<file path="src/common/net_stream_pkg.sv">
// ----------------------------------------------------------
// net stream package
// stream widths, beat record and transmit source count
// shared by every data-path block
// ----------------------------------------------------------

package net_stream_pkg;

    // ------------------------------------------------------
    // widths
    // ------------------------------------------------------
    localparam int NET_DATA_BITS = 64;
    localparam int NET_KEEP_BITS = NET_DATA_BITS / 8;   // one keep bit per byte

    localparam int N_TX_SOURCES = 4;                    // transmit peers by default

    typedef logic [NET_DATA_BITS-1:0] net_data_t;
    typedef logic [NET_KEEP_BITS-1:0] net_keep_t;
    typedef logic [1:0]               tx_src_t;         // source index

    // ------------------------------------------------------
    // one stream beat, valid and ready travel beside it
    // ------------------------------------------------------
    typedef struct packed {
        net_data_t data;
        net_keep_t keep;
        logic      last;    // end of packet
    } net_beat_t;

endpackage

</file>
<file path="src/common/net_cfg_pkg.sv">
// ----------------------------------------------------------
// net configuration package
// address, counter and statistics types and the two
// status records the stack reports
// ----------------------------------------------------------

package net_cfg_pkg;

    import net_stream_pkg::*;

    // ------------------------------------------------------
    // addresses
    // ------------------------------------------------------
    typedef logic [31:0] ip_addr_t;     // last octet in top byte
    typedef logic [47:0] mac_addr_t;
    typedef logic [3:0]  board_num_t;

    // ------------------------------------------------------
    // counters
    // ------------------------------------------------------
    typedef logic [31:0] stat_cnt_t;
    typedef logic [7:0]  down_cnt_t;

    typedef struct packed {
        mac_addr_t mac;
        ip_addr_t  ip;
        ip_addr_t  subnet_mask;
        ip_addr_t  gateway;
    } addr_cfg_t;

    typedef struct packed {
        stat_cnt_t                    rx_word_cnt;
        stat_cnt_t                    rx_pkt_cnt;
        stat_cnt_t                    tx_word_cnt;
        stat_cnt_t                    tx_pkt_cnt;
        stat_cnt_t [N_TX_SOURCES-1:0] src_pkt_cnt;  // per transmit peer
        down_cnt_t                    down_cnt;
        logic                         stream_down;  // sticky
    } net_stats_t;

endpackage

</file>
<file path="src/net_stats/net_stats.sv">
// ----------------------------------------------------------
// traffic statistics
// word and packet counters on both network sides, per
// source packet counters, stream-down detector, delayed out
// ----------------------------------------------------------

`timescale 1ns/1ps

module net_stats import net_stream_pkg::*, net_cfg_pkg::*; #(
    parameter int N_SOURCES       = N_TX_SOURCES,
    parameter int NET_STATS_DELAY = 6,
    parameter int DOWN_LIMIT      = 2
) (
    input  logic                 nclk,
    input  logic                 nresetn_r,
    input  logic                 rx_valid,
    input  logic                 rx_ready,
    input  logic                 rx_last,
    input  logic                 tx_valid,
    input  logic                 tx_ready,
    input  logic                 tx_last,
    input  logic [N_SOURCES-1:0] src_valid,
    input  logic [N_SOURCES-1:0] src_ready,
    input  logic [N_SOURCES-1:0] src_last,
    output net_stats_t           stats
);

    logic                 rx_word;      // sampled handshakes
    logic                 rx_pkt;
    logic                 tx_word;
    logic                 tx_pkt;
    logic                 rx_stall;
    logic                 rx_free;
    logic [N_SOURCES-1:0] src_pkt;

    net_stats_t                        cnt;
    net_stats_t [NET_STATS_DELAY-1:0]  pipe;

    // ------------------------------------------------------
    // input sampling
    // ------------------------------------------------------
    always_ff @(posedge nclk) begin
        if (!nresetn_r) begin
            rx_word  <= 1'b0;
            rx_pkt   <= 1'b0;
            tx_word  <= 1'b0;
            tx_pkt   <= 1'b0;
            rx_stall <= 1'b0;
            rx_free  <= 1'b0;
            src_pkt  <= '0;
        end else begin
            rx_word  <= rx_valid && rx_ready;
            rx_pkt   <= rx_valid && rx_ready && rx_last;
            tx_word  <= tx_valid && tx_ready;
            tx_pkt   <= tx_valid && tx_ready && tx_last;
            rx_stall <= rx_valid && !rx_ready;
            rx_free  <= rx_ready;
            src_pkt  <= src_valid & src_ready & src_last;
        end
    end

    // ------------------------------------------------------
    // counters
    // ------------------------------------------------------
    always_ff @(posedge nclk) begin
        if (!nresetn_r) begin
            cnt <= '0;
        end else begin
            if (rx_word) cnt.rx_word_cnt <= cnt.rx_word_cnt + 1'b1;
            if (rx_pkt)  cnt.rx_pkt_cnt  <= cnt.rx_pkt_cnt + 1'b1;
            if (tx_word) cnt.tx_word_cnt <= cnt.tx_word_cnt + 1'b1;
            if (tx_pkt)  cnt.tx_pkt_cnt  <= cnt.tx_pkt_cnt + 1'b1;
            for (int i = 0; i < N_SOURCES; i++) begin
                if (src_pkt[i]) begin
                    cnt.src_pkt_cnt[i] <= cnt.src_pkt_cnt[i] + 1'b1;
                end
            end
            if (rx_free) begin
                cnt.down_cnt <= '0;
            end else if (rx_stall && cnt.down_cnt != '1) begin
                cnt.down_cnt <= cnt.down_cnt + 1'b1;    // saturates
            end
            if (cnt.down_cnt > down_cnt_t'(DOWN_LIMIT)) begin
                cnt.stream_down <= 1'b1;                // held until reset
            end
        end
    end

    // delay pipeline
    always_ff @(posedge nclk) begin
        if (!nresetn_r) begin
            pipe <= '0;
        end else begin
            pipe[0] <= cnt;
            for (int i = 1; i < NET_STATS_DELAY; i++) begin
                pipe[i] <= pipe[i-1];
            end
        end
    end

    assign stats = pipe[NET_STATS_DELAY-1];

endmodule

</file>
<file path="config.mk">
export PLATFORM = sky130hd
export DESIGN_NAME = net_stats
export DESIGN_NICKNAME = d
export VERILOG_FILES = /design/src/common/net_stream_pkg.sv /design/src/common/net_cfg_pkg.sv /design/src/net_stats/net_stats.sv
export SDC_FILE = /design/constraint.sdc
export NUM_CORES = 2
export LEC_CHECK = 0
export BUFFER_PORTS_ARGS = -buffer_cell sky130_fd_sc_hd__buf_4
export CORE_ASPECT_RATIO = 1.1
export CORE_MARGIN = 5
export CORE_UTILIZATION = 45
export CTS_CLUSTER_SIZE = 20
export DETAILED_ROUTE_END_ITERATION = 16
export GPL_ROUTABILITY_DRIVEN = 0
export SLEW_MARGIN = 20
export SYNTH_ARGS = -nofsm -noshare
export SYNTH_HDL_FRONTEND = slang
export SYNTH_SLANG_ARGS = --single-unit
</file>
<file path="constraint.sdc">
create_clock -name nclk -period 2.1 [get_ports nclk]
set_input_delay 0.105 -clock nclk [delete_from_list [all_inputs] [get_ports nclk]]
set_output_delay 0.105 -clock nclk [all_outputs]
set_load 0.01 [all_outputs]
</file>
==> flow_summary.json <==
{
  "num_rows": 136,
  "ios": 285,
  "grt_pass1_vias": 28650,
  "grtUsageMet1": 0.1625,
  "wl_mm": 81.70,
  "post-place-cells": 6494,
  "top_usage_layer": "met2",
  "fin_ws_ns": 0.2485,
  "yosys.area.top_type": "dfxtp_1",
  "vias": 29410,
  "ys_top_cells_by_area": "dfxtp_1, and2_1, buf_4",
  "placed_area_sq_um": 58420,
  "routedWlPerCell_um": 11.98,
  "clockBufferDepth": 3,
  "rsz0062_at_grt": "false",
  "cap_violations": 0,
  "vias_per_cell": 4.311,
  "cp-end-kind": "flip-flop",
  "skew_ns": 0.02980,
  "setup_violations": 0,
  "syn2layout_area_growth_pct": 14.27,
  "tns_ns": 0,
  "synth_enable_flop_cells": 0,
  "reg2reg_slack_ns": 0.25,
  "synth_async_sr_flop_share": 0,
  "start_util": 0.4526,
  "grt_use_total": 0.1228,
  "nets": 5063,
  "synthFlopType": "dfxtp_1",
  "hpwl_mm": 49.39,
  "p_per_area_nw_per_um2": 1047,
  "total_power_mw": 67.54,
  "stdcell_count": 6822,
  "cts_buffers": 176,
  "grt_overflow": 0,
  "final_cell_area_sq_um": 64500,
  "worst-setup-path-type": "reg2reg",
  "path_clk_slew_ns": 0.06,
  "maxSlewHeadroom": 0.6190,
  "worst_slew_pin_slew_ns": 0.5716,
  "grt_pass1_wl_mm": 139.1,
  "yosysWarnings": 0,
  "ys_seq_area_frac": 0.6614,
  "status": "complete, no violations",
  "syn_area_per_cell_sq_um": 11.30,
  "ir_drop_mv": 0.7372,
  "cts_setup_buffers": 0,
  "fp.coreArea_sq_um": 124700,
  "worst-path-max-fanout": 5,
  "met2_usage": 0.1943,
  "grt_use_met3": 0.03013,
  "htree_levels": 4,
  "drt_first_pass_iters": 4,
  "p_leak_nw": 26.38,
  "portBuffers": 284,
  "yosysUniqueCellTypes": 48,
  "netlist_instances": 4995,
  "clock_latency_ns": 0.78,
  "antenna_found_initial": 1,
  "synth_fp_nets": 5025,
  "min_path_type": "in2reg",
  "post-route-util": 0.5172,
  "required_ns": 2.74,
  "ant_nets": 0,
  "cts_tree": "done",
  "cts_root_buf": "clkbuf_16",
  "grt_max_degree": 122,
  "ys_ff_latch": 1865,
  "post-route-min-period_ns": 1.851,
  "hold_slack_ns": 0.1955,
  "dp_slack_ns": 0.1576,
  "drc": 0,
  "cts.sinks": 1865,
  "worstPathArrival_ns": 2.49,
  "die_y_um": 381.5,
  "slew_violations": 0,
  "timing.fmax_ghz": 0.5401,
  "dieArea_sq_um": 132600,
  "layout-drive-gt1-share": 0.1235,
  "crit_path_start_kind": "flip-flop",
  "drtIter0Drc": 1315,
  "syn_area_sq_um": 56450,
  "fin_crit_sh": 0.8817,
  "die_width_um": 347.7,
  "yosysMostFrequentCell": "dfxtp_1",
  "synthTopCellsByCount": "dfxtp_1, and2_1, nor2_1",
  "synth_top_area_share": 0.6614,
  "finalHoldViolations": 0
}
==> cell type report <==
| type | count | area [sq um] |
|---|---|---|
| Clock inverter | 52 | 709.4 |
| Antenna cell | 1 | 2.502 |
| Sequential cell | 1865 | 37340 |
| Timing Repair Buffer | 353 | 2950 |
| Clock buffer | 258 | 5189 |
| Tap cell | 1656 | 2072 |
| Multi-Input combinational cell | 2614 | 16150 |
| Inverter | 23 | 93.84 |
| Fill cell | 11020 | 60230 |
==> timing repair <==
action                                  4_1_cts  5_1_grt
resized for setup                             0        2
endpoints found under the setup margin        0        8
hold buffers                                 17        0
hold endpoints to repair                     97        0
==> worst max-delay path, cell delays in order, from the launching register on <==
cell,delay (ns)
dfxtp_1,0.37
ha_1,0.21
nand3_1,0.21
nor3_4,0.34
nand2_1,0.15
nor2_1,0.12
mux2_2,0.34
==> cells by family after synthesis <==
group | count (synthesis) | synth area share
AND/OR/NAND/NOR | 2304 | 0.2410
adder cells (fa/ha/maj) | 10 | 0.002217
XOR/XNOR | 214 | 0.03320
multiplexers | 15 | 0.002815
AO/OA/AOI/OAI | 71 | 0.006694
flip-flops | 1865 | 0.6614
buffers and inverters | 516 | 0.05262
==> sequential cells by signal, indices dropped and copies added, names as in the netlist, 4 cells and up <==
signal	count
cnt	265
pipe	1325
stats	265
src_pkt	4
==> where the power goes <==
part | internal, mW | switching (mW) | total [mW]
Combinational | 0.188 | 0.457 | 0.645
Sequential | 35.4 | 0.0272 | 35.4
Clock | 18.6 | 12.8 | 31.5
==> path summary, 6_finish.rpt <==
| kind | from | to | cells past startpoint |
|---|---|---|---|
| worst max-delay path | cnt[73] | cnt[95] | 6 |
| worst min-delay path | src_valid[1] | src_pkt[1] | 3 |
| worst max register to register | cnt[73] | cnt[95] | 6 |
| worst min register to register | pipe[80] | pipe[345] | 1 |
==> layer usage <==
| metal | share of wire | wire (um) | up-vias |
|---|---|---|---|
| met4 | 0.027 | 2199 | 0 |
| met3 | 0.045 | 3639 | 159 |
| met1 | 0.48 | 38920 | 13400 |
| li1 | - | - | 15450 |
| met2 | 0.45 | 36950 | 399 |
| met5 | 0 | 0 | - |
==> cell usage in the layout, fill, tap and decap left out, types with 7 or more instances in the layout <==
cell type,n
dfxtp_1,1865
and2_1,1588
buf_4,315
nor2_1,271
clkbuf_16,181
xor2_1,119
xnor2_1,95
nand4_1,88
nand2_1,86
nand3_1,83
clkbuf_1,40
and4_1,38
clkbuf_8,37
nor3_1,36
and3_1,35
a21oi_1,33
o21ai_0,30
or3_1,29
inv_1,22
clkinv_2,21
buf_12,20
nor4_1,19
dlygate4sd3_1,17
bufinv_16,12
ha_1,10
nor4_2,9
mux2i_1,8
mux2_2,7
Power figures use the tool's default switching activity.
