[src/common/net_stream_pkg.sv]
// ----------------------------------------------------------
// net stream package
// stream widths, beat record and transmit source count
// shared by every data-path block
// ----------------------------------------------------------

package net_stream_pkg;

    // ------------------------------------------------------
    // widths
    // ------------------------------------------------------
    localparam int NET_DATA_BITS = 64;
    localparam int NET_KEEP_BITS = NET_DATA_BITS / 8;   // one keep bit per byte

    localparam int N_TX_SOURCES = 4;                    // transmit peers by default

    typedef logic [NET_DATA_BITS-1:0] net_data_t;
    typedef logic [NET_KEEP_BITS-1:0] net_keep_t;
    typedef logic [1:0]               tx_src_t;         // source index

    // ------------------------------------------------------
    // one stream beat, valid and ready travel beside it
    // ------------------------------------------------------
    typedef struct packed {
        net_data_t data;
        net_keep_t keep;
        logic      last;    // end of packet
    } net_beat_t;

endpackage

[src/verilog/net_reg_slice.sv]
// ----------------------------------------------------------
// stream register slice
// two-entry skid buffer, registered ready, one beat per
// cycle, beats leave in order
// ----------------------------------------------------------

`timescale 1ns/1ps

module net_reg_slice import net_stream_pkg::*; (
    input  logic      nclk,
    input  logic      nresetn_r,
    input  logic      s_valid,
    output logic      s_ready,
    input  net_beat_t s_beat,
    output logic      m_valid,
    input  logic      m_ready,
    output net_beat_t m_beat
);

    logic      main_valid;
    logic      spare_valid;
    net_beat_t main_beat;
    net_beat_t spare_beat;
    logic      main_load;       // main register takes input
    logic      spare_load;      // input parks in spare

    assign main_load  = s_ready && (!main_valid || m_ready);
    assign spare_load = s_ready && s_valid && main_valid && !m_ready;

    always_ff @(posedge nclk) begin
        if (!nresetn_r) begin
            main_valid  <= 1'b0;
            spare_valid <= 1'b0;
        end else if (main_load) begin
            main_valid <= s_valid;
        end else if (spare_load) begin
            spare_valid <= 1'b1;                    // full, ready drops
        end else if (!s_ready && m_ready) begin
            spare_valid <= 1'b0;                    // spare moves to main
        end
    end

    always_ff @(posedge nclk) begin
        if (main_load) begin
            main_beat <= s_beat;
        end else if (!s_ready && m_ready) begin
            main_beat <= spare_beat;
        end
        if (spare_load) begin
            spare_beat <= s_beat;
        end
    end

    assign s_ready = !spare_valid;
    assign m_valid = main_valid;
    assign m_beat  = main_beat;

endmodule

[config.mk]
export PLATFORM = sky130hd
export DESIGN_NAME = net_reg_slice
export DESIGN_NICKNAME = d
export VERILOG_FILES = /design/src/common/net_stream_pkg.sv /design/src/verilog/net_reg_slice.sv
export SDC_FILE = /design/constraint.sdc
export NUM_CORES = 1
export LEC_CHECK = 0
export ABC_AREA = 1
export BUFFER_PORTS_ARGS = -buffer_cell sky130_fd_sc_hd__clkbuf_2
export CORE_UTILIZATION = 48
export CTS_CLUSTER_DIAMETER = 120
export CTS_CLUSTER_SIZE = 28
export DETAILED_ROUTE_END_ITERATION = 12
export PLACE_DENSITY = 0.76
export SETUP_SLACK_MARGIN = 0.1
export SYNTH_ARGS = -nofsm -noshare
export SYNTH_HDL_FRONTEND = slang
export SYNTH_SLANG_ARGS = --single-unit
[constraint.sdc]
create_clock -name nclk -period 5.9 [get_ports nclk]
set_input_delay 1.18 -clock nclk [delete_from_list [all_inputs] [get_ports nclk]]
set_output_delay 1.18 -clock nclk [all_outputs]
set_load 0.02 [all_outputs]
==> results of run 1 <==
==> layout make-up <==
cell class	instances	area share, %
Tap cell	168	2.856
Sequential cell	148	60.11
Clock buffer	17	5.779
Multi-Input combinational cell	229	17.51
Timing Repair Buffer	155	10.67
Clock inverter	15	2.890
Inverter	3	0.1870
==> synth_stat cells <==
library cell / number / area (um^2)
buf_6: 1 / 11.26
buf_8: 4 / 60.06
o21ai_0: 2 / 10.01
buf_4: 9 / 67.56
nand3_1: 13 / 65.06
nand3_2: 60 / 600.6
nand2_1: 149 / 559.3
edfxtp_1: 146 / 4384
nor2_1: 2 / 7.510
buf_2: 2 / 10.01
buf_12: 7 / 140.1
dfxtp_1: 2 / 40.04
inv_2: 2 / 7.510
a21oi_1: 1 / 5.000
inv_1: 1 / 3.750
nand2_4: 2 / 22.52
==> cells by family after synthesis <==
family | count (synthesis) | synth area share [%]
DFF | 148 | 73.80
buffers and inverters | 26 | 5.009
AOI/OAI and AO/OA | 3 | 0.2504
and+or+nand+nor | 226 | 20.94
==> per-layer routing <==
layer  global-route usage, %  vias to the layer above  routed length (um)
met5                       0                        -                   0
met3                   6.057                       15                 926
li1                        -                     1731                   -
met4                   7.632                        0                 172
met1                   23.76                     1723                4850
met2                   28.70                      145                5446
==> tightest hold or removal path: stages, from the launching register on <==
cell and delay, ps:
edfxtp_1 320, nand2_1 50, nand2_1 40
==> power by group <==
part	switching (mW)	total, mW	internal, mW
clock network	0.411	1.16	0.745
logic	0.180	0.268	0.0884
registers	0.0210	1.26	1.24
==> placed cells by master, fill, tap and decap left out <==
cell	instances
edfxtp_1	146
bufinv_16	5
clkinv_4	2
buf_4	4
clkinv_1	2
nor2_1	1
clkbuf_16	17
o21ai_4	1
clkinv_2	3
inv_4	1
dfxtp_1	2
o21ai_0	1
inv_1	1
nand2_1	149
a21oi_1	1
nand3_1	13
clkbuf_2	151
nor2_4	1
nand2_4	2
nand3_2	60
clkinvlp_4	3
inv_2	1
==> per-stage QoR <==
stage / total power, mW / cells
after floorplan: 1.456 / 403
final: 2.684 / 735
after CTS: 2.707 / 735
after global routing: 2.774 / 735
after global placement: 1.543 / 703
after detailed placement: 1.551 / 703
==> registers in the layout, summed over array words and instances (netlist names) <==
signal       flops
m_beat          73
spare_beat      73
m_valid          1
spare_valid      1
==> worst max path at each step <==
stage / slack [ps] / start / endpoint
floorplan: 860 / m_ready / spare_beat[0]
global placement: 2320 / m_ready / m_beat[45]
detailed placement: 2250 / m_ready / m_beat[41]
CTS: 2680 / m_ready / m_beat[56]
global route: 2500 / m_ready / m_beat[49]
finish: 2680 / m_ready / m_beat[56]
==> results.cfg, run 1 <==
[setup_path]
path_max_fanout = 74
endpoint_kind = register
path_depth = 7
reg2regPathDepth = 5
reg2reg_from = m_valid
crit_chain = clkbuf_2 -> inv_2 -> nand2_4 -> buf_4 -> nand2_4 -> nand2_1 -> nand2_1
slowest_stage = buf_4
worst-setup-path-type = in2reg
worst-path-buf-inv = 3
slowest_delay_ps = 830
critical-path-top-delay-family = simple AND/OR/NAND/NOR gates
required_ps = 6060
ff2ff_setup_slack_ps = 3190
cp-start-kind = input port
worstPathArrival_ps = 3370
r2r_end = m_beat[56]

[clock_tree]
clockRootBuffer = clkbuf_16
cts_htree_levels = 4
clock_sinks = 148
ctsResizeCount = 0
cts_buffer_depth = 2
ctsHoldBuffers = 0
tritoncts = done
cts_setup_buffers = 0
cts_buffers = 17
clk_pin_slew_ps = 60
insertion_delay_ps = 410

[final_layout]
nFillCells = 973
seq_area_um2 = 4424
post_route_cells_drive_above_1_share_pct = 44.27
layout.nets = 631
num_antenna_cells = 0
final_util_pct = 60.77
syn2layout_area_growth_pct = 22.79
multi_input_area_um2 = 1289
design_area_um2 = 7361

[floorplan]
fp.coreArea_um2 = 12110
fp-row-count = 40
fp.dieArea_um2 = 12940
fp.dieW_um = 113.8
pin_count = 152
chipHeight_um = 113.8
start_util_pct = 49.49

[timing]
period_minus_slack_ps = 3215
relSlewSlack_pct = 26.85
tightest_slew_ps = 1097
setup_viol = 0
holdWs_ps = 510.7
fin_skew_ps = 3.969
rsz0062_at_grt = no
worst_slack_ps = 2685
final_max_slew_viol_count = 0
setup_tns_ps = 0
max_freq_mhz = 311.0
finalCritPeriodShare_pct = 54.49
report.final.hold_viol_count = 0

[min_path]
holdPathStages = 2
hold_start = spare_beat[61]
hold_path.class = reg2reg
whs_endpoint = m_beat[61]

[power_and_ir_drop]
ir_drop_mv = 0.2161
leakage_nw = 3.230
powerDensity_nw_per_um2 = 364.6

[synthesis]
syn_inst = 403
yosys_warnings = 0
synth_cell_type_count = 16
syn_nets = 480
seq_area_frac_synth_pct = 73.81
avgSynthCellArea_um2 = 14.87
synth_area_um2 = 5994
ys_seq_elements = 148

[global_routing]
grtUsageTotal_pct = 18.39
grt_pass1_vias = 3553
grt_pass1_wl_mm = 17.75
antenna_found_initial = 0
grt_remaining_overflow = 0
grt_max_degree = 75

[flow_run]
maxCapViolCount = 0

[routing]
avgRoutedWirePerCell_um = 15.50
dr_total_vias = 3614
drtIter0Drc = 295
viasPerCell = 4.917
drc = 0
drt-pass1-iter-count = 4
drt-total-wl_mm = 11.40
drtAntennaViolNets = 0

[place]
dp_hpwl_mm = 6.828
port_buffers = 151
pre_cts_ws_ps = 2251
gp_congestion = 0.7251
placed_area_um2 = 6723

[outcome]
status = completed
(Power assumes the default switching activity.)
==> inputs of run 2 (changes only) <==
==> constraint.sdc (replaced) <==
create_clock -name nclk -period 2.9 [get_ports nclk]
set_input_delay 0.58 -clock nclk [delete_from_list [all_inputs] [get_ports nclk]]
set_output_delay 0.58 -clock nclk [all_outputs]
set_load 0.02 [all_outputs]
==> run 2 against run 1 <==
Design area fell by 1.2%. Sequential power is 100% higher. Clock power rose by 65%. Critical endpoint is now s_ready. Highest routed layer unchanged.
==> results.cfg, run 2 (same netlist as run 1, synthesis figures left out) <==
[power_and_ir_drop]
switching_share_pct = 23.26
clock_power_share_pct = 38.1
pwr-share-comb_pct = 10.9
seqPwrFrac_pct = 51.0
switchingPower_mw = 1.167
leakage_nw = 3.206
powerDensity_nw_per_um2 = 690.1
p_int_mw = 3.851
ir_drop_mv = 0.3634

[clock_tree]
tritoncts = done
ctsResizeCount = 0
ctsHoldBuffers = 0
cts_buffers = 17
clockRootBuffer = clkbuf_16
cts_htree_levels = 4
clock_sinks = 148
cts_buffer_depth = 2
cts_setup_buffers = 0
insertion_delay_ps = 410
clk_pin_slew_ps = 60

[place]
port_buffers = 151
pre_cts_ws_ps = 931.0
gp_congestion = 0.7612
dp_hpwl_mm = 6.936

[final_layout]
final_util_pct = 60.04
num_antenna_cells = 0
layout_common_cells = clkbuf_2 (151), nand2_1 (149), edfxtp_1 (146)
syn2layout_area_growth_pct = 21.31
post_route_cells_drive_above_1_share_pct = 43.96
layout.nets = 635
final_common_cell = clkbuf_2

[floorplan]
fp-row-count = 40
fp.dieW_um = 113.8
start_util_pct = 49.49
chipHeight_um = 113.8
pin_count = 152
fp.coreArea_um2 = 12110
fp.dieArea_um2 = 12940

[setup_path]
cp-start-kind = register
worstPathArrival_ps = 1480
endpoint_kind = primary output
worst-setup-path-type = reg2out
ff2ff_setup_slack_ps = 960
path_max_fanout = 35
required_ps = 2320

[global_routing]
grt_pass1_wl_mm = 17.70
antenna_found_initial = 0
grt_remaining_overflow = 0
grt_max_degree = 74
grtUsageTotal_pct = 18.44
grt_pass1_vias = 3557

[routing]
drt-pass1-iter-count = 4
drt-total-wl_mm = 11.20
drtAntennaViolNets = 0
drtIter0Drc = 325
viasPerCell = 4.834
dr_total_vias = 3572
avgRoutedWirePerCell_um = 15.15
drc = 0

[timing]
final_max_slew_viol_count = 0
setup_viol = 0
tightest_slew_ps = 768.1
report.final.hold_viol_count = 0
rsz0062_at_grt = no
fin_skew_ps = 5.816
relSlewSlack_pct = 48.75
finalCritPeriodShare_pct = 70.89
worst_slack_ps = 844.2
setup_tns_ps = 0
period_minus_slack_ps = 2056
holdWs_ps = 361.1
max_freq_mhz = 486.4

[min_path]
hold_path.class = in2reg

[flow_run]
maxCapViolCount = 0

[outcome]
status = completed
==> run 2: worst paths after layout <==
check                   endpoint           start  depth (start not counted)
setup reg to reg  spare_beat[28]     spare_valid                          4
setup / recovery         s_ready     spare_valid                          2
hold / removal    spare_beat[70]      s_beat[70]                          1
hold reg to reg       m_beat[67]  spare_beat[67]                          2
==> run 2: power by group through the flow <==
stage / clock network, mW / registers, mW / logic [mW]
after floorplan: 0 / 2.75 / 0.206
final: 1.91 / 2.56 / 0.549
after CTS: 1.95 / 2.56 / 0.557
after detailed placement: 0 / 2.60 / 0.554
after global placement: 0 / 2.60 / 0.544
after global routing: 2.03 / 2.57 / 0.599
==> run 2: per-layer routing <==
layer	global-route usage [%]	part of all wire (%)	up-vias
met1	22.64	44	1697
met3	6.057	7.2	20
met4	8.947	1.9	0
met5	0	0	-
li1	-	-	1737
met2	29.51	47	118
==> run 2: cell type report <==
type,count,area (um^2)
fillers,988,4840
flip-flops and latches,148,4424
multi-input cells,229,1289
repair buffers,159,815.8
clock buffers,26,489.2
well taps,168,210.2
clock inverters,6,30.03
inverters,3,13.76
==> run 2: critical path, cell delays in order (launching register included) <==
cell and delay, ps:
dfxtp_1 370, inv_4 410, clkbuf_2 260
==> run 2: through the flow <==
step / power (mW) / area [um^2] / cells
floorplan: 2.958 / 6013 / 403
global placement: 3.141 / 6753 / 707
detailed placement: 3.156 / 6753 / 707
CTS: 5.067 / 7272 / 739
global route: 5.199 / 7272 / 739
finish: 5.018 / 7272 / 739
