[config.mk]
export PLATFORM = sky130hd
export DESIGN_NAME = net_addr_regs
export DESIGN_NICKNAME = d
export VERILOG_FILES = /design/src/common/net_stream_pkg.sv /design/src/common/net_cfg_pkg.sv /design/src/verilog/net_addr_regs.sv
export SDC_FILE = /design/constraint.sdc
export NUM_CORES = 1
export LEC_CHECK = 0
export BUFFER_PORTS_ARGS = -buffer_cell sky130_fd_sc_hd__buf_2
export CAP_MARGIN = 0
export CELL_PAD_IN_SITES_DETAIL_PLACEMENT = 1
export CELL_PAD_IN_SITES_GLOBAL_PLACEMENT = 1
export CORE_ASPECT_RATIO = 0.7
export CORE_MARGIN = 2
export CORE_UTILIZATION = 32
export CTS_CLUSTER_DIAMETER = 30
export CTS_CLUSTER_SIZE = 40
export DETAILED_ROUTE_END_ITERATION = 10
export PLACE_DENSITY = 0.88
export SYNTH_ARGS = -nofsm -noshare
export SYNTH_HDL_FRONTEND = slang
export SYNTH_SLANG_ARGS = --single-unit
[constraint.sdc]
create_clock -name nclk -period 3.35 [get_ports nclk]
set_clock_uncertainty 0.1 [all_clocks]
set_input_delay 0.67 -clock nclk [delete_from_list [all_inputs] [get_ports nclk]]
set_output_delay 0.67 -clock nclk [all_outputs]
set_load 0.01 [all_outputs]
[src/common/net_stream_pkg.sv]
// ----------------------------------------------------------
// net stream package
// stream widths, beat record and transmit source count
// shared by every data-path block
// ----------------------------------------------------------

package net_stream_pkg;

    // ------------------------------------------------------
    // widths
    // ------------------------------------------------------
    localparam int NET_DATA_BITS = 64;
    localparam int NET_KEEP_BITS = NET_DATA_BITS / 8;   // one keep bit per byte

    localparam int N_TX_SOURCES = 4;                    // transmit peers by default

    typedef logic [NET_DATA_BITS-1:0] net_data_t;
    typedef logic [NET_KEEP_BITS-1:0] net_keep_t;
    typedef logic [1:0]               tx_src_t;         // source index

    // ------------------------------------------------------
    // one stream beat, valid and ready travel beside it
    // ------------------------------------------------------
    typedef struct packed {
        net_data_t data;
        net_keep_t keep;
        logic      last;    // end of packet
    } net_beat_t;

endpackage

[src/common/net_cfg_pkg.sv]
// ----------------------------------------------------------
// net configuration package
// address, counter and statistics types and the two
// status records the stack reports
// ----------------------------------------------------------

package net_cfg_pkg;

    import net_stream_pkg::*;

    // ------------------------------------------------------
    // addresses
    // ------------------------------------------------------
    typedef logic [31:0] ip_addr_t;     // last octet in top byte
    typedef logic [47:0] mac_addr_t;
    typedef logic [3:0]  board_num_t;

    // ------------------------------------------------------
    // counters
    // ------------------------------------------------------
    typedef logic [31:0] stat_cnt_t;
    typedef logic [7:0]  down_cnt_t;

    typedef struct packed {
        mac_addr_t mac;
        ip_addr_t  ip;
        ip_addr_t  subnet_mask;
        ip_addr_t  gateway;
    } addr_cfg_t;

    typedef struct packed {
        stat_cnt_t                    rx_word_cnt;
        stat_cnt_t                    rx_pkt_cnt;
        stat_cnt_t                    tx_word_cnt;
        stat_cnt_t                    tx_pkt_cnt;
        stat_cnt_t [N_TX_SOURCES-1:0] src_pkt_cnt;  // per transmit peer
        down_cnt_t                    down_cnt;
        logic                         stream_down;  // sticky
    } net_stats_t;

endpackage

[src/verilog/net_addr_regs.sv]
// ----------------------------------------------------------
// local address registers
// IP and board number set by strobes, MAC, gateway and
// subnet mask derived one cycle later
// ----------------------------------------------------------

`timescale 1ns/1ps

module net_addr_regs import net_cfg_pkg::*; #(
    parameter mac_addr_t MAC_ADDRESS    = 48'hE59D_0335_0A00,
    parameter ip_addr_t  DEFAULT_IP     = 32'hD1D4_010B,
    parameter ip_addr_t  IP_SUBNET_MASK = 32'h00FF_FFFF
) (
    input  logic       nclk,
    input  logic       nresetn_r,
    input  logic       set_ip_valid,
    input  ip_addr_t   set_ip_data,
    input  logic       set_board_valid,
    input  board_num_t set_board_data,
    output addr_cfg_t  addr_cfg
);

    ip_addr_t   local_ip;
    board_num_t board_num;
    mac_addr_t  mac_addr;
    ip_addr_t   subnet_mask;
    ip_addr_t   gateway;

    // strobed registers
    always_ff @(posedge nclk) begin
        if (!nresetn_r) begin
            local_ip  <= DEFAULT_IP;
            board_num <= '0;
        end else begin
            if (set_ip_valid) begin
                local_ip <= {set_ip_data[7:0], set_ip_data[15:8],
                             set_ip_data[23:16], set_ip_data[31:24]};   // byte swap
            end
            if (set_board_valid) begin
                board_num <= set_board_data;
            end
        end
    end

    // derived fields
    always_ff @(posedge nclk) begin
        if (!nresetn_r) begin
            mac_addr    <= '0;
            subnet_mask <= '0;
            gateway     <= '0;
        end else begin
            mac_addr    <= {MAC_ADDRESS[47:44], MAC_ADDRESS[43:40] + board_num,
                            MAC_ADDRESS[39:0]};                // nibble wraps mod 16
            subnet_mask <= IP_SUBNET_MASK;
            gateway     <= {8'h01, local_ip[23:0]};            // host .1 of the subnet
        end
    end

    assign addr_cfg = '{mac: mac_addr, ip: local_ip, subnet_mask: subnet_mask,
                        gateway: gateway};

endmodule

==> results of run 1 <==
placed cells by master (no fill, tap or decap):
cell type	n
conb_1	43
mux2i_1	37
inv_6	1
dfxtp_1	65
nand2b_1	1
ha_1	1
bufinv_16	1
clkbuf_8	1
nor2b_1	25
clkinvlp_4	3
and2_1	26
clkinv_2	1
buf_2	140
nand2_1	13
xnor2_1	1
a21oi_1	1
clkbuf_16	9
stage by stage:
step / cell area (sq um) / setup WS [ns] / power (mW)
5_1_grt: 3390 / 0.898 / 2.09
2_1_floorplan: 2960 / 1.34 / 1.07
3_5_place_dp: 3080 / 1.28 / 1.09
6_report: 3390 / 1.09 / 2.00
3_3_place_gp: 3080 / 1.34 / 1.08
4_1_cts: 3390 / 1.04 / 2.03
report_power, final:
part	total [mW]	internal [mW]	switching, mW
clock network	0.930	0.596	0.334
registers	0.844	0.819	0.0256
logic	0.229	0.0995	0.129
logic make-up (layout without fill, tap and decap cells):
group	Yosys count	in the layout	synth area share, %
other	1	43	0.134
multiplexers	37	37	13.2
adder cells (fa/ha/maj)	1	1	0.447
flip-flops	65	65	46.5
AO/OA/AOI/OAI	1	1	0.179
buffers and inverters	95	156	25.9
XOR/XNOR	1	1	0.313
AND/OR/NAND/NOR	65	65	13.4
routing by layer:
layer / routed length [microns] / vias to the layer above
li1: - / 900
met1: 2460 / 830
met2: 2960 / 77
met3: 431 / 11
met4: 76 / 0
met5: 0 / -
registers in the layout, summed over array words and instances, names as in the netlist:
name and cells:
gateway 24, mac_addr 4, board_num 4, subnet_mask 1
local_ip 32
cell type report:
cell class                 count  area [sq um]
fill                        1036          5090
sequential                    65          1300
multi-input combinational    148           932
timing repair buffer         140           701
clock buffer                  10           239
tap                          120           150
clock inverter                 6          66.3
worst paths after layout:
| check | startpoint | to | cells after the start |
|---|---|---|---|
| max | subnet_mask[22]$_DFF_P_ | addr_cfg[52] | 1 |
| min | local_ip[6]$_SDFFE_PN0P_ | gateway[6]$_SDFF_PN0_ | 1 |
| max reg2reg | board_num[0]$_SDFFE_PN0P_ | mac_addr[42]$_SDFF_PN0_ | 3 |
| min reg2reg | local_ip[6]$_SDFFE_PN0P_ | gateway[6]$_SDFF_PN0_ | 1 |
==> impl_metrics.ini, run 1 <==
[timing]
holdWs_ns = 0.379
grt_setup_unrepaired = false
min_period_ns = 2.26
fin_crit_sh_pct = 67.4
drv_slew = 0
setup-tns-final_ns = 0
hold_viol_final = 0
setup_viol = 0
tightest_slew_ns = 0.975
relSlewSlack_pct = 35.0
fmax_mhz = 443

[critical_path]
critPathCaptureType = output pin
rrSetupSlack_ns = 2.32
cpMaxStageDelayCell = dfxtp_1
critPathBufInv = 1
crit_chain = buf_2
critPathArrivalTime_ns = 1.49
cp_max_fo = 41
startpoint_type = register
slowest_delay_ns = 0.89
critPathTopFamily = flip-flops
crit_type = register to output pin
cp.required_ns = 2.58

[die]
core-area_sq_um = 8480
num_rows = 28
pin_count = 184
die_h_microns = 82.3
chipWidth_microns = 116
initial_utilization_pct = 33.0
fp.dieArea_sq_um = 9530

[cts]
clockRootBuffer = clkbuf_16
cts.clk_slew.worst_paths_ns = 0.05
post_cts_buffers = 0
clock_path_buffers = 2
cts_resized = 0
insertion_delay_ns = 0.32
cts_buffers = 9
postCtsHoldBufs = 0
cts.sinks = 65
h-tree-depth = 3
cts_tree = done

[cells_and_area]
fin_cells = 489
area_growth_pct = 21.0
antenna_cells = 0
nets = 405
layout-drive-gt1-share_pct = 42.3
final_util_pct = 40.0

[yosys]
ys_top_cells_by_area = dfxtp_1, buf_4, mux2i_1
yosysMostFrequentCell = buf_4
synth_top_area_share_pct = 46.5
async_flop_share_pct = 0
synth.distinct_cells = 16
ys_seq_elements = 65
ys_warn_count = 0
synth_edf_count = 0
yosys-top-cells-count = buf_4, dfxtp_1, mux2i_1, and2_1, nor2b_1
synthCells = 266
synthFlopType = dfxtp_1
syn_avg_cell_area_sq_um = 10.5
synth_top_area_cell = dfxtp_1
ys_seq_area_share_pct = 46.5
syn_area_sq_um = 2800

[placement]
place_congestion = 0.716
io_buffers = 140
hpwl_mm = 4.42
dpl.cell_count = 473

[route]
ant_nets = 0
routed_wl_mm = 5.94
vias = 1818
drc_errors = 0
drt-initial-drc-count = 68
firstDrtPassIters = 3
viasPerCell = 3.72
wl_per_cell_microns = 12.1

[global_routing]
grt_busiest_layer = met2
gr-total-overflow = 0
grt_pass1_vias = 1646
grt_use_met2_pct = 19.5
grt_usage_pct = 11.7
use_met1_pct = 13.0
grt_pass1_wl_mm = 8.27
grt_max_degree = 67
grtUsageMet3_pct = 5.33
antenna_found_initial = 0

[status]
status = complete, no violations

[min_path]
hold_class = register to register

[power]
power_density_nw_per_um2 = 591
power.leakage_nw = 1.78
ir_drop_mv = 0.290

[run]
drv_cap = 0
Note: power is estimated with default switching activity, not from simulation.
==> run 2: changes to the inputs <==
Settings changed: CORE_UTILIZATION 32 to 27, PLACE_DENSITY 0.88 to 0.79.
Clock period 3.35 ns to 1.9 ns, I/O delays scaled along.
==> run 2 against run 1 <==
Combinational power grew 83%. Clock power grew 91%. Routed wire length shrank 0.93%. Non-clock buffer count grew 3. First-iteration DRC count shrank 19%. Clock-buffer cell count shrank 1. Sequential power grew 75%. Global-route usage shrank 2.0 points. Worst hold slack lost 0.20 ns. Worst setup slack lost 0.77 ns. Register-to-register slack lost 1.4 ns. Core utilization shrank 5.9 points. Critical path type unchanged. Critical endpoint is now addr_cfg[131].
==> impl_metrics.ini, run 2 (synthesis results as in run 1) <==
[cells_and_area]
top_register = local_ip
seqCellArea_sq_um = 1300
layout-drive-gt1-share_pct = 42.7
antenna_cells = 0
fin_area_sq_um = 3470
area_growth_pct = 24.0
largest_register_ffs = 32
multi_input_area_sq_um = 932
top_regs = local_ip: 32 flops, gateway: 24 flops
layout_common_cells = buf_2, dfxtp_1, conb_1
nFillCells = 1213
final_common_cell = buf_2
nets = 408

[placement]
place_congestion = 0.680
hpwl_mm = 4.26
dpl_cell_area_sq_um = 3150
io_buffers = 140
post-place-ws_ns = 0.608

[global_routing]
gr-total-overflow = 0
antenna_found_initial = 0
grt_usage_pct = 9.69
grt_max_degree = 67
grt_pass1_wl_mm = 8.44
grt_pass1_vias = 1651

[cts]
h-tree-depth = 3
clockRootBuffer = clkbuf_16
cts.clk_slew.worst_paths_ns = 0.06
cts_tree = done
postCtsHoldBufs = 0
clock_path_buffers = 2
cts.sinks = 65
cts_buffers = 9
insertion_delay_ns = 0.32
cts_resized = 0
post_cts_buffers = 0

[route]
viasPerCell = 3.59
ant_nets = 0
drt-initial-drc-count = 55
vias = 1810
drc_errors = 0
wl_per_cell_microns = 11.7
routed_wl_mm = 5.88
firstDrtPassIters = 3

[die]
pin_count = 184
initial_utilization_pct = 27.5
die_h_microns = 89.2
core-area_sq_um = 10200
fp.dieArea_sq_um = 11200
chipWidth_microns = 126
num_rows = 31

[critical_path]
cp_max_fo = 41
critPathArrivalTime_ns = 1.10
cpMaxStageDelayCell = dfxtp_1
slowest_delay_ns = 0.30
crit_chain = buf_4 -> buf_2
startpoint_type = register
cp.required_ns = 1.42
critPathCaptureType = output pin
crit_type = register to output pin

[timing]
fin_crit_sh_pct = 82.9
setup-tns-final_ns = 0
min_period_ns = 1.58
fmax_mhz = 635
holdWs_ns = 0.178
hold_viol_final = 0
setup_viol = 0
fin_ws_ns = 0.325
drv_slew = 0
grt_setup_unrepaired = false

[min_path]
hold_class = input pin to register

[run]
drv_cap = 0

[power]
ir_drop_mv = 0.373
power.leakage_nw = 1.81
power_density_nw_per_um2 = 1060

[status]
status = complete, no violations
run 2: final cells by class:
cell class / count / area share, %
clock inverters: 7 / 2.92
well taps: 132 / 4.76
multi-input cells: 148 / 26.8
flip-flops and latches: 65 / 37.5
repair buffers: 143 / 21.5
clock buffers: 9 / 6.48
run 2: worst paths after layout:
check                                          startpoint                         to  slack, ns  cells past startpoint
worst max-delay path              subnet_mask[22]$_DFF_P_              addr_cfg[131]       0.32                      2
worst min-delay path                      set_ip_data[14]  local_ip[22]$_SDFFE_PN1P_       0.18                      3
worst max register to register  board_num[0]$_SDFFE_PN0P_    mac_addr[42]$_SDFF_PN0_       0.87                      3
worst min register to register  local_ip[31]$_SDFFE_PN1P_  local_ip[31]$_SDFFE_PN1P_       0.37                      2
run 2: worst max-delay path: cells and delay by family, from the launching register on:
kind,cells,cell delay (ns)
buffers and inverters,2,0.46
flip-flops,1,0.30
run 2: power breakdown:
group          switching (mW)  internal [mW]  total, mW
logic                   0.235          0.183      0.418
registers              0.0378           1.44       1.48
clock network           0.619           1.16       1.78
run 2: per-layer routing:
layer	vias to the layer above	routed length (microns)	global-route usage, %
met5	-	0	0
met2	71	2810	15.7
met4	0	44	3.64
met3	5	422	4.01
li1	913	-	-
met1	821	2600	11.7
run 2: through the flow:
stage	power, mW	cells	utilization, %
final	3.68	504	34.0
after floorplan	1.88	308	-
after global routing	3.87	504	34.0
after CTS	3.75	504	34.0
after global placement	1.92	488	30.8
after detailed placement	1.93	488	30.8
==> run 3: changes to the inputs <==
Clock period 1.9 ns to 1.4 ns, I/O delays scaled along.
==> run 3 against run 2 <==
Via count is 1.8% higher. Sequential share of layout area hardly changed. Critical path depth stayed put. Non-clock buffer count is 4 higher. Core utilization is 0.086 points higher. Critical path type unchanged.
==> impl_metrics.ini, run 3 (synthesis results as in run 1) <==
[status]
status = complete, no violations

[global_routing]
antenna_found_initial = 0
use_met1_pct = 12.0
grtUsageMet3_pct = 4.43
grt_pass1_vias = 1643
gr-total-overflow = 0
grt_use_met2_pct = 16.6
grt_usage_pct = 10.2
grt_busiest_layer = met2
grt_max_degree = 42
grt_pass1_wl_mm = 8.71

[power]
power_density_nw_per_um2 = 1340
power.leakage_nw = 1.82
ir_drop_mv = 0.488
total_power_mw = 4.68

[cells_and_area]
layout-drive-gt1-share_pct = 43.6
final_common_cell = buf_2
area_growth_pct = 24.4
fin_area_sq_um = 3480
antenna_cells = 0
layout_common_cells = buf_2, dfxtp_1, conb_1
fin_cells = 508
nets = 412
top_regs = local_ip: 32 flops, gateway: 24 flops
top_register = local_ip
largest_register_ffs = 32
final_util_pct = 34.1

[cts]
clockRootBuffer = clkbuf_16
cts.clk_slew.worst_paths_ns = 0.05
h-tree-depth = 3
cts_buffers = 9
clock_path_buffers = 2
cts.sinks = 65
insertion_delay_ns = 0.32
cts_tree = done

[die]
die_h_microns = 89.2
num_rows = 31
core-area_sq_um = 10200
chipWidth_microns = 126
pin_count = 184
initial_utilization_pct = 27.5
fp.dieArea_sq_um = 11200

[route]
ant_nets = 0
wl_per_cell_microns = 11.8
drt-initial-drc-count = 70
viasPerCell = 3.63
drc_errors = 0
firstDrtPassIters = 3
routed_wl_mm = 5.99
vias = 1842

[critical_path]
startpoint_type = register
slowest_delay_ns = 0.35
critPathBufInv = 2
cp.required_ns = 1.02
critPathCaptureType = output pin
crit_chain = buf_4 -> buf_2
critPathTopFamily = flip-flops
timing.rr.end = mac_addr[42]$_SDFF_PN0_
r2r-start = board_num[0]$_SDFFE_PN0P_
cp_max_fo = 10
crit_type = register to output pin
cpMaxStageDelayCell = dfxtp_4
rrSetupSlack_ns = 0.38
critPathArrivalTime_ns = 0.97
worst-r2r-cell-count = 3

[run]
drv_cap = 0

[min_path]
hold_class = input pin to register
min_from = set_ip_data[6]
hold-path-endpoint = local_ip[30]$_SDFFE_PN1P_
hold_depth = 3

[timing]
min_period_ns = 1.35
hold_viol_final = 0
fin_crit_sh_pct = 96.2
setup_viol = 0
grt_setup_unrepaired = true
fmax_mhz = 742
drv_slew = 0
holdWs_ns = 0.0695

[placement]
io_buffers = 140
dpl_cell_area_sq_um = 3170
dpl.cell_count = 489
hpwl_mm = 4.32
place_congestion = 0.707
[run 3: worst max-delay path by stage]
stage | cells after the start | end | startpoint
after floorplan | 1 | addr_cfg[105] | subnet_mask[22]$_DFF_P_
after global placement | 1 | addr_cfg[128] | subnet_mask[22]$_DFF_P_
after detailed placement | 1 | addr_cfg[142] | subnet_mask[22]$_DFF_P_
after CTS | 2 | addr_cfg[135] | subnet_mask[22]$_DFF_P_
after global routing | 2 | addr_cfg[142] | subnet_mask[22]$_DFF_P_
final | 2 | addr_cfg[42] | subnet_mask[22]$_DFF_P_
[run 3: worst register-to-register path, stage by stage (launching register included)]
cell and delay (ns):
dfxtp_1 0.34, ha_1 0.22, xnor2_1 0.12, and2_1 0.15
[run 3: report_power, final]
group          switching, mW  internal (mW)
logic                  0.320          0.262
clock network          0.836           1.25
registers             0.0525           1.96
[run 3: layer usage]
metal / part of all wire [%] / vias up
li1: - / 916
met5: 0 / -
met1: 42 / 842
met2: 49 / 74
met3: 7.3 / 10
met4: 1.4 / 0
[run 3: timing repair]
action | 4_1_cts | 5_1_grt
gates resized for setup | 4 | 0
buffers inserted | 3 | 0
hold buffers | 0 | 0
hold endpoints to repair | 0 | 0
endpoints found under the setup margin | 41 | 3
[run 3: layout make-up]
| cell class | instances | area, sq um |
|---|---|---|
| Sequential cell | 65 | 1310 |
| Clock buffer | 10 | 239 |
| Timing Repair Buffer | 147 | 798 |
| Fill cell | 1217 | 6720 |
| Multi-Input combinational cell | 148 | 932 |
| Tap cell | 132 | 165 |
| Clock inverter | 6 | 42.5 |
[run 3: per-stage QoR]
step	setup TNS, ns	setup slack [ns]
5_1_grt	-0.00738	-0.00331
2_1_floorplan	0	0.138
3_3_place_gp	0	0.232
3_5_place_dp	0	0.155
4_1_cts	0	0.0277
6_report	0	0.0531
